===== config.mk =====
export PLATFORM = sky130hd
export DESIGN_NAME = chip_top
export DESIGN_NICKNAME = d
export VERILOG_FILES = /design/src/logic/chip_pkg.sv /design/src/logic/core_link_if.sv /design/src/logic/tag_master.sv /design/src/logic/clk_out_gen.sv /design/src/logic/link_rx.sv /design/src/logic/link_tx.sv /design/src/logic/core_complex.sv /design/src/logic/chip_top.sv
export SDC_FILE = /design/constraint.sdc
export NUM_CORES = 1
export LEC_CHECK = 0
export BUFFER_PORTS_ARGS = -buffer_cell sky130_fd_sc_hd__buf_2
export CORE_ASPECT_RATIO = 1.1
export CORE_MARGIN = 2
export CORE_UTILIZATION = 35
export DETAILED_ROUTE_END_ITERATION = 10
export MAX_ROUTING_LAYER = met4
export PLACE_DENSITY = 0.59
export SKIP_LAST_GASP = 1
export SYNTH_ARGS = -nofsm -noshare
export SYNTH_HDL_FRONTEND = slang
export SYNTH_SLANG_ARGS = --single-unit

===== constraint.sdc =====
create_clock -name core_clk_i -period 10.35 [get_ports core_clk_i]
set_clock_uncertainty 0.2 [all_clocks]
set_input_delay 2.5875 -clock core_clk_i [delete_from_list [all_inputs] [get_ports core_clk_i]]
set_output_delay 2.5875 -clock core_clk_i [all_outputs]
set_load 0.005 [all_outputs]

===== src/logic/chip_pkg.sv =====
package chip_pkg;

  ////////////////////////////////////////
  // Configuration frames
  ////////////////////////////////////////

  localparam int tag_client_width_gp  = 2;
  localparam int tag_payload_width_gp = 8;

  // Start bit, client id, payload
  localparam int tag_frame_bits_gp = 1 + tag_client_width_gp + tag_payload_width_gp;

  localparam int tag_clk_gen_id_gp = 0;
  localparam int tag_core_id_gp    = 1;

  ////////////////////////////////////////
  // Link
  ////////////////////////////////////////

  localparam int link_width_gp   = 16;
  localparam int link_credits_gp = 4;

  // Divider toggles every ds+1 core cycles
  typedef struct packed {
    logic [1:0] reserved;
    logic [5:0] ds;
  } clk_gen_cfg_s;

  typedef struct packed {
    logic       link_enable;
    logic [6:0] offset;
  } core_cfg_s;

  // One client word, viewed by client id
  typedef union packed {
    clk_gen_cfg_s clk_gen;
    core_cfg_s    core;
  } tag_payload_u;

endpackage


===== src/logic/core_link_if.sv =====
`timescale 1ns/10ps

interface core_link_if
  #(parameter int link_width_p = 16)
  ();

  // Receive side, FIFO head toward the core
  logic                    rx_v;
  logic [link_width_p-1:0] rx_data;
  logic                    rx_yumi;

  // Transmit side, core toward the output register
  logic                    tx_v;
  logic [link_width_p-1:0] tx_data;
  logic                    tx_ready;

  modport rx_mp
    (output rx_v
    ,output rx_data
    ,input  rx_yumi
    );

  modport tx_mp
    (input  tx_v
    ,input  tx_data
    ,output tx_ready
    );

  modport core_mp
    (input  rx_v
    ,input  rx_data
    ,output rx_yumi
    ,output tx_v
    ,output tx_data
    ,input  tx_ready
    );

endinterface


===== src/logic/tag_master.sv =====
`timescale 1ns/10ps

module tag_master
  (input  logic                   core_clk_i
  ,input  logic                   rst_n_i
  ,input  logic                   tag_en_i
  ,input  logic                   tag_data_i
  ,output chip_pkg::tag_payload_u clk_gen_cfg_o
  ,output chip_pkg::tag_payload_u core_cfg_o
  );

  import chip_pkg::*;

  // Bits following the start bit
  localparam int body_bits_lp = tag_frame_bits_gp - 1;
  localparam int cnt_width_lp = $clog2(tag_frame_bits_gp);

  typedef enum logic {e_idle, e_shift} state_e;

  state_e                         state_r;
  logic [cnt_width_lp-1:0]        cnt_r;
  logic [body_bits_lp-2:0]        shift_r;
  logic [body_bits_lp-1:0]        frame;
  logic [tag_client_width_gp-1:0] frame_id;
  tag_payload_u                   frame_payload;
  logic                           frame_done;
  tag_payload_u                   clk_gen_cfg_r;
  tag_payload_u                   core_cfg_r;

  // Last bit joins the frame straight from the pin
  assign frame         = {shift_r, tag_data_i};
  assign frame_id      = frame[body_bits_lp-1 -: tag_client_width_gp];
  assign frame_payload = frame[tag_payload_width_gp-1:0];
  assign frame_done    = (state_r == e_shift) & tag_en_i
                       & (cnt_r == cnt_width_lp'(body_bits_lp - 1));

  always_ff @(posedge core_clk_i or negedge rst_n_i)
  begin
    if (!rst_n_i)
    begin
      state_r <= e_idle;
      cnt_r   <= '0;
    end
    else if (state_r == e_idle)
    begin
      if (tag_en_i & tag_data_i)
      begin
        state_r <= e_shift;
        cnt_r   <= '0;
      end
    end
    else if (!tag_en_i | frame_done)
      state_r <= e_idle;
    else
      cnt_r <= cnt_r + 1'b1;
  end

  always_ff @(posedge core_clk_i)
  begin
    if ((state_r == e_shift) & tag_en_i)
      shift_r <= frame[body_bits_lp-2:0];
  end

  // Ids without a client are dropped
  always_ff @(posedge core_clk_i or negedge rst_n_i)
  begin
    if (!rst_n_i)
    begin
      clk_gen_cfg_r <= '0;
      core_cfg_r    <= '0;
    end
    else if (frame_done)
    begin
      if (frame_id == tag_client_width_gp'(tag_clk_gen_id_gp))
        clk_gen_cfg_r <= frame_payload;
      else if (frame_id == tag_client_width_gp'(tag_core_id_gp))
        core_cfg_r <= frame_payload;
    end
  end

  assign clk_gen_cfg_o = clk_gen_cfg_r;
  assign core_cfg_o    = core_cfg_r;

endmodule


===== src/logic/clk_out_gen.sv =====
`timescale 1ns/10ps

module clk_out_gen
  (input  logic                   core_clk_i
  ,input  logic                   rst_n_i
  ,input  logic                   ext_clk_i
  ,input  logic                   out_disable_i
  ,input  logic [1:0]             sel_i
  ,input  chip_pkg::tag_payload_u cfg_i
  ,output logic                   clk_o
  );

  import chip_pkg::*;

  clk_gen_cfg_s cfg;

  localparam int ds_width_lp = $bits(cfg.ds);

  logic [ds_width_lp-1:0] ds_r;
  logic [ds_width_lp-1:0] cnt_r;
  logic                   div_clk_r;
  logic                   ds_change;
  logic                   clk_sel;

  assign cfg       = cfg_i.clk_gen;
  assign ds_change = (cfg.ds != ds_r);

  ////////////////////////////////////////
  // Divider
  ////////////////////////////////////////

  always_ff @(posedge core_clk_i or negedge rst_n_i)
  begin
    if (!rst_n_i)
    begin
      ds_r      <= '0;
      cnt_r     <= '0;
      div_clk_r <= 1'b0;
    end
    else
    begin
      ds_r <= cfg.ds;
      // New ds restarts the divided clock from low
      if (ds_change)
      begin
        cnt_r     <= '0;
        div_clk_r <= 1'b0;
      end
      else if (cnt_r == cfg.ds)
      begin
        cnt_r     <= '0;
        div_clk_r <= ~div_clk_r;
      end
      else
        cnt_r <= cnt_r + 1'b1;
    end
  end

  ////////////////////////////////////////
  // Output select
  ////////////////////////////////////////

  always_comb
  begin
    case (sel_i)
      2'd0:    clk_sel = core_clk_i;
      2'd1:    clk_sel = div_clk_r;
      2'd2:    clk_sel = ext_clk_i;
      default: clk_sel = 1'b0;
    endcase
  end

  assign clk_o = clk_sel & ~out_disable_i;

endmodule


===== src/logic/link_rx.sv =====
`timescale 1ns/10ps

module link_rx
  #(parameter int link_width_p   = 16
   ,parameter int link_credits_p = 4
   )
  (input  logic                    core_clk_i
  ,input  logic                    rst_n_i
  ,input  logic                    link_v_i
  ,input  logic [link_width_p-1:0] link_data_i
  ,output logic                    link_tkn_o
  ,core_link_if.rx_mp              core_link
  );

  localparam int ptr_width_lp = (link_credits_p > 1) ? $clog2(link_credits_p) : 1;
  localparam int cnt_width_lp = $clog2(link_credits_p + 1);

  logic [link_width_p-1:0] mem_r [link_credits_p];
  logic [ptr_width_lp-1:0] wptr_r;
  logic [ptr_width_lp-1:0] rptr_r;
  logic [cnt_width_lp-1:0] count_r;
  logic                    full;
  logic                    push;
  logic                    pop;

  assign full = (count_r == cnt_width_lp'(link_credits_p));
  assign push = link_v_i & ~full;
  assign pop  = core_link.rx_yumi;

  assign core_link.rx_v    = (count_r != '0);
  assign core_link.rx_data = mem_r[rptr_r];

  always_ff @(posedge core_clk_i)
  begin
    if (push)
      mem_r[wptr_r] <= link_data_i;
  end

  // Pointers wrap at the depth, which need not be a power of two
  always_ff @(posedge core_clk_i or negedge rst_n_i)
  begin
    if (!rst_n_i)
    begin
      wptr_r <= '0;
      rptr_r <= '0;
    end
    else
    begin
      if (push)
        wptr_r <= (wptr_r == ptr_width_lp'(link_credits_p - 1)) ? '0 : wptr_r + 1'b1;
      if (pop)
        rptr_r <= (rptr_r == ptr_width_lp'(link_credits_p - 1)) ? '0 : rptr_r + 1'b1;
    end
  end

  always_ff @(posedge core_clk_i or negedge rst_n_i)
  begin
    if (!rst_n_i)
      count_r <= '0;
    else
    begin
      case ({push, pop})
        2'b10:   count_r <= count_r + 1'b1;
        2'b01:   count_r <= count_r - 1'b1;
        default: count_r <= count_r;
      endcase
    end
  end

  // One token back to the sender per word popped
  always_ff @(posedge core_clk_i or negedge rst_n_i)
  begin
    if (!rst_n_i)
      link_tkn_o <= 1'b0;
    else
      link_tkn_o <= pop;
  end

endmodule


===== src/logic/link_tx.sv =====
`timescale 1ns/10ps

module link_tx
  #(parameter int link_width_p   = 16
   ,parameter int link_credits_p = 4
   )
  (input  logic                    core_clk_i
  ,input  logic                    rst_n_i
  ,input  logic                    link_tkn_i
  ,output logic                    link_v_o
  ,output logic [link_width_p-1:0] link_data_o
  ,core_link_if.tx_mp              core_link
  );

  localparam int cnt_width_lp = $clog2(link_credits_p + 1);

  logic [cnt_width_lp-1:0] credit_r;
  logic                    send;

  assign send               = core_link.tx_v;
  assign core_link.tx_ready = (credit_r != '0);

  ////////////////////////////////////////
  // Credits
  ////////////////////////////////////////

  // Far end starts with an empty FIFO
  always_ff @(posedge core_clk_i or negedge rst_n_i)
  begin
    if (!rst_n_i)
      credit_r <= cnt_width_lp'(link_credits_p);
    else
    begin
      case ({send, link_tkn_i})
        2'b10:   credit_r <= credit_r - 1'b1;
        2'b01:   credit_r <= credit_r + 1'b1;
        default: credit_r <= credit_r;
      endcase
    end
  end

  ////////////////////////////////////////
  // Output word
  ////////////////////////////////////////

  always_ff @(posedge core_clk_i or negedge rst_n_i)
  begin
    if (!rst_n_i)
      link_v_o <= 1'b0;
    else
      link_v_o <= send;
  end

  always_ff @(posedge core_clk_i)
  begin
    if (send)
      link_data_o <= core_link.tx_data;
  end

endmodule


===== src/logic/core_complex.sv =====
`timescale 1ns/10ps

module core_complex
  #(parameter int link_width_p = 16)
  (input  logic                   core_clk_i
  ,input  logic                   rst_n_i
  ,input  chip_pkg::tag_payload_u cfg_i
  ,core_link_if.core_mp           core_link
  );

  import chip_pkg::*;

  core_cfg_s cfg;

  localparam int offset_width_lp = $bits(cfg.offset);

  logic [link_width_p-1:0]    data_r;
  logic [offset_width_lp-1:0] offset_r;
  logic                       valid_r;
  logic                       send;
  logic                       pop;

  assign cfg = cfg_i.core;

  // Staged word leaves as soon as a credit is held
  assign send = valid_r & core_link.tx_ready;

  // Next word is popped while the current one is sent
  assign pop  = cfg.link_enable & core_link.rx_v & (~valid_r | send);

  assign core_link.rx_yumi = pop;
  assign core_link.tx_v    = send;
  assign core_link.tx_data = data_r + link_width_p'(offset_r);

  always_ff @(posedge core_clk_i or negedge rst_n_i)
  begin
    if (!rst_n_i)
      valid_r <= 1'b0;
    else if (pop)
      valid_r <= 1'b1;
    else if (send)
      valid_r <= 1'b0;
  end

  // Offset travels with its word
  always_ff @(posedge core_clk_i)
  begin
    if (pop)
    begin
      data_r   <= core_link.rx_data;
      offset_r <= cfg.offset;
    end
  end

endmodule


===== src/logic/chip_top.sv =====
`timescale 1ns/10ps

module chip_top
  (input  logic        core_clk_i
  ,input  logic        rst_n_i
  ,input  logic        tag_en_i
  ,input  logic        tag_data_i
  ,input  logic        ext_clk_i
  ,input  logic        out_disable_i
  ,input  logic [1:0]  sel_i
  ,input  logic        link_v_i
  ,input  logic        link_tkn_i
  ,input  logic [15:0] link_data_i
  ,output logic        clk_o
  ,output logic        link_v_o
  ,output logic        link_tkn_o
  ,output logic [15:0] link_data_o
  );

  import chip_pkg::*;

  tag_payload_u clk_gen_cfg_lo;
  tag_payload_u core_cfg_lo;

  core_link_if #(.link_width_p( link_width_gp )) core_link ();

  ////////////////////////////////////////
  // Configuration
  ////////////////////////////////////////

  tag_master btm
    (.core_clk_i   ( core_clk_i     )
    ,.rst_n_i      ( rst_n_i        )
    ,.tag_en_i     ( tag_en_i       )
    ,.tag_data_i   ( tag_data_i     )
    ,.clk_gen_cfg_o( clk_gen_cfg_lo )
    ,.core_cfg_o   ( core_cfg_lo    )
    );

  // Off-chip clock
  clk_out_gen clk_out
    (.core_clk_i   ( core_clk_i     )
    ,.rst_n_i      ( rst_n_i        )
    ,.ext_clk_i    ( ext_clk_i      )
    ,.out_disable_i( out_disable_i  )
    ,.sel_i        ( sel_i          )
    ,.cfg_i        ( clk_gen_cfg_lo )
    ,.clk_o        ( clk_o          )
    );

  ////////////////////////////////////////
  // Link
  ////////////////////////////////////////

  link_rx #(.link_width_p  ( link_width_gp   )
           ,.link_credits_p( link_credits_gp )
           )
    rx_link
      (.core_clk_i ( core_clk_i  )
      ,.rst_n_i    ( rst_n_i     )
      ,.link_v_i   ( link_v_i    )
      ,.link_data_i( link_data_i )
      ,.link_tkn_o ( link_tkn_o  )
      ,.core_link  ( core_link   )
      );

  link_tx #(.link_width_p  ( link_width_gp   )
           ,.link_credits_p( link_credits_gp )
           )
    tx_link
      (.core_clk_i ( core_clk_i  )
      ,.rst_n_i    ( rst_n_i     )
      ,.link_tkn_i ( link_tkn_i  )
      ,.link_v_o   ( link_v_o    )
      ,.link_data_o( link_data_o )
      ,.core_link  ( core_link   )
      );

  ////////////////////////////////////////
  // Core
  ////////////////////////////////////////

  core_complex #(.link_width_p( link_width_gp )) core
    (.core_clk_i( core_clk_i  )
    ,.rst_n_i   ( rst_n_i     )
    ,.cfg_i     ( core_cfg_lo )
    ,.core_link ( core_link   )
    );

endmodule


==> impl_metrics.tcl <==
set metrics [dict create \
    fin_nets 473 \
    final-setup-viol-count 0 \
    vdd_ir_drop_max_mv 0.120 \
    required_ns 7.56 \
    whs_path_depth 0 \
    crit_arrival_ns 5.89 \
    hold_viol_final 0 \
    fin_hold_ws_ns 0.252 \
    cts_tree "done" \
    met2_length_microns 4980 \
    crit_chain "clkbuf_16 > clkbuf_16 > mux2i_1 > nor2_1 > a31oi_1 > nor2_1 > buf_2" \
    ys_seq_area_share_pct 71.2 \
    start_util_pct 35.7 \
    vias 3121 \
    critPathLaunchType "clock port" \
    grt_first_pass_wirelength_microns 16600 \
    die_area_sq_um 19100 \
    grt_max_degree 46 \
    avgSynthCellArea_sq_um 17.3 \
    yosys-top-cells-area "edfxtp_1, dfrtp_1, mux4_2" \
    viasPerCell 4.59 \
    end_kind "output port" \
    worstSkewPairLatency_ns 0.52 \
    ys.flop_type "edfxtp_1" \
    firstDrtPassIters 6 \
    drt-met1-wl_microns 4390 \
    drv_slew 0 \
    tightest_slew_ns 1.08 \
    netlist_instances 364 \
    finalWeightedCongestion 0.754 \
    gr-total-overflow 0 \
    yosys_warnings 0 \
    grt_antenna_before_repair 2 \
    dieWidth_microns 132 \
    critPathMaxStageDelay_ns 0.13 \
    ys_ff_latch 157 \
    utilization_pct 42.3 \
    rows 51 \
    ys_async_sr_fraction_pct 28.7 \
    synth_edf_count 112 \
    port_buffers 44 \
    reg2regPathDepth 9 \
    drt_iter0_drc 245 \
    timing.rr.start "tx_link.credit_r[2]" \
    slowest_stage "clkbuf_16" \
    postCtsSetupBuffers 0 \
    synth_top_area_share_pct 53.3 \
    wl_met3_microns 405 \
    finalSetupTns_ns 0 \
    wire_per_inst_microns 14.6 \
    regToRegEndpoint "rx_link.count_r[2]" \
    max_slew_margin_pct 27.8 \
    yosysTopAreaCell "edfxtp_1" \
    wl_microns 9900 \
    synth_most_common_cell "edfxtp_1" \
    holdCritPathClass "reg2reg" \
    dp_hpwl_microns 6810 \
    rsz0062_at_grt "no" \
    leakage_nw 2.90 \
    maxCapViolCount 0 \
    cts_resized 0 \
    fin_ws_ns 1.67 \
    path_max_fanout 2 \
    top_layer "met4" \
    hold_end "core.offset_r[1]" \
    syn_to_final_growth_pct 18.5 \
    syn-num-nets 410 \
    drive_gt1_share_pct 27.0 \
    ant_nets 0 \
    cpLargestDelayFamily "buffers and inverters" \
    cts_hold_buf 0 \
    core_sq_um 17700 \
    final_area_sq_um 7470 \
    place_area_sq_um 6810 \
    drc 0 \
    synthTopCellsByCount "edfxtp_1, dfrtp_1, nor2_1, xor2_1" \
    grt_use_total_pct 11.6 \
    crit_buf_inv 3 \
    worstHoldStart "btm.core_cfg_o[1]" \
    pwr_density_cell_nw_per_um2 225 \
    yosysUniqueCellTypes 45 \
    crit_type "clk2out" \
    pre_cts_ws_ns 1.96 \
    outcome "finished, final reports clean" \
    die_y_microns 145 \
    syn-cell-area_sq_um 6310 \
    grt_pass1_vias 3351 \
    r2r_setup_slack_ns 7.81 \
    clk_pin_slew_worst_paths_ns 0.06 \
    io_pins 45 \
]
-- cells in the final DEF, fill, tap and decap left out, types with 4 or more instances in the layout --
| cell | count |
|---|---|
| a21oi_1 | 7 |
| and2_1 | 4 |
| buf_2 | 44 |
| clkbuf_16 | 20 |
| clkinv_4 | 6 |
| dfrtp_1 | 44 |
| edfxtp_1 | 112 |
| ha_1 | 17 |
| inv_1 | 17 |
| mux2_2 | 17 |
| mux4_2 | 16 |
| nand2_1 | 16 |
| nand3_1 | 4 |
| nor2_1 | 18 |
| o21ai_0 | 12 |
| xnor2_1 | 17 |
| xor2_1 | 18 |
-- state kept, by name (all words and copies together), names as in the netlist, 4 cells and up --
| signal | cells |
|---|---|
| btm.clk_gen_cfg_o | 6 |
| btm.cnt_r | 4 |
| btm.core_cfg_o | 8 |
| btm.shift_r | 9 |
| clk_out.cnt_r | 6 |
| clk_out.ds_r | 6 |
| core.data_r | 16 |
| core.offset_r | 7 |
| rx_link.mem_r | 64 |
| tx_link.link_data_o | 16 |
-- power by group --
part | internal, mW | total, mW | switching [mW]
logic | 0.0952 | 0.200 | 0.105
clock network | 0.410 | 0.659 | 0.249
registers | 0.773 | 0.826 | 0.0530
total | 1.28 | 1.68 | 0.407
-- cells by family after synthesis --
| kind of cell | count (synthesis) | synth area share, % |
|---|---|---|
| flops | 157 | 71.2 |
| simple gates | 59 | 5.12 |
| compound gates | 36 | 3.91 |
| mux | 36 | 9.23 |
| xor+xnor | 35 | 4.86 |
| buf+inv | 21 | 1.35 |
| fa+ha+maj | 20 | 4.33 |
-- metal layers --
layer  up-vias  GRT usage [%]
li1       1499              -
met1      1562           13.4
met2        45           18.9
met3        15           3.90
met4         0           4.81
met5         -              -
-- metrics by stage --
stage / total power [mW] / instances
floorplan: 0.980 / 364
global placement: 1.03 / 643
detailed placement: 1.05 / 643
CTS: 1.71 / 678
global route: 1.77 / 680
finish: 1.68 / 680
-- cell type report --
| cell class | count | area (sq um) |
|---|---|---|
| fillers | 1565 | 10200 |
| multi-input cells | 186 | 1730 |
| well taps | 238 | 298 |
| flip-flops and latches | 157 | 4490 |
| inverters | 17 | 63.8 |
| clock inverters | 12 | 141 |
| diodes | 2 | 5.00 |
| repair buffers | 44 | 223 |
| clock buffers | 24 | 517 |
-- worst register-to-register path, cell delays in order, from the launching register on --
cell,delay (ns)
dfstp_2,0.55
nor3_1,0.11
a21oi_2,0.15
buf_4,0.33
ha_1,0.26
inv_1,0.06
fa_1,0.38
xor2_1,0.16
nor2_1,0.12
xor2_1,0.14
-- worst max-delay path by stage --
stage                          start  endpoint  slack (ns)  cells after the start
after CTS                 core_clk_i     clk_o        1.66                      7
final                     core_clk_i     clk_o        1.67                      7
after global placement    core_clk_i     clk_o        1.96                      5
after global routing      core_clk_i     clk_o        1.57                      7
after floorplan           core_clk_i     clk_o        2.05                      4
after detailed placement  core_clk_i     clk_o        1.96                      5
No activity file was read; power rests on OpenSTA's default activity.
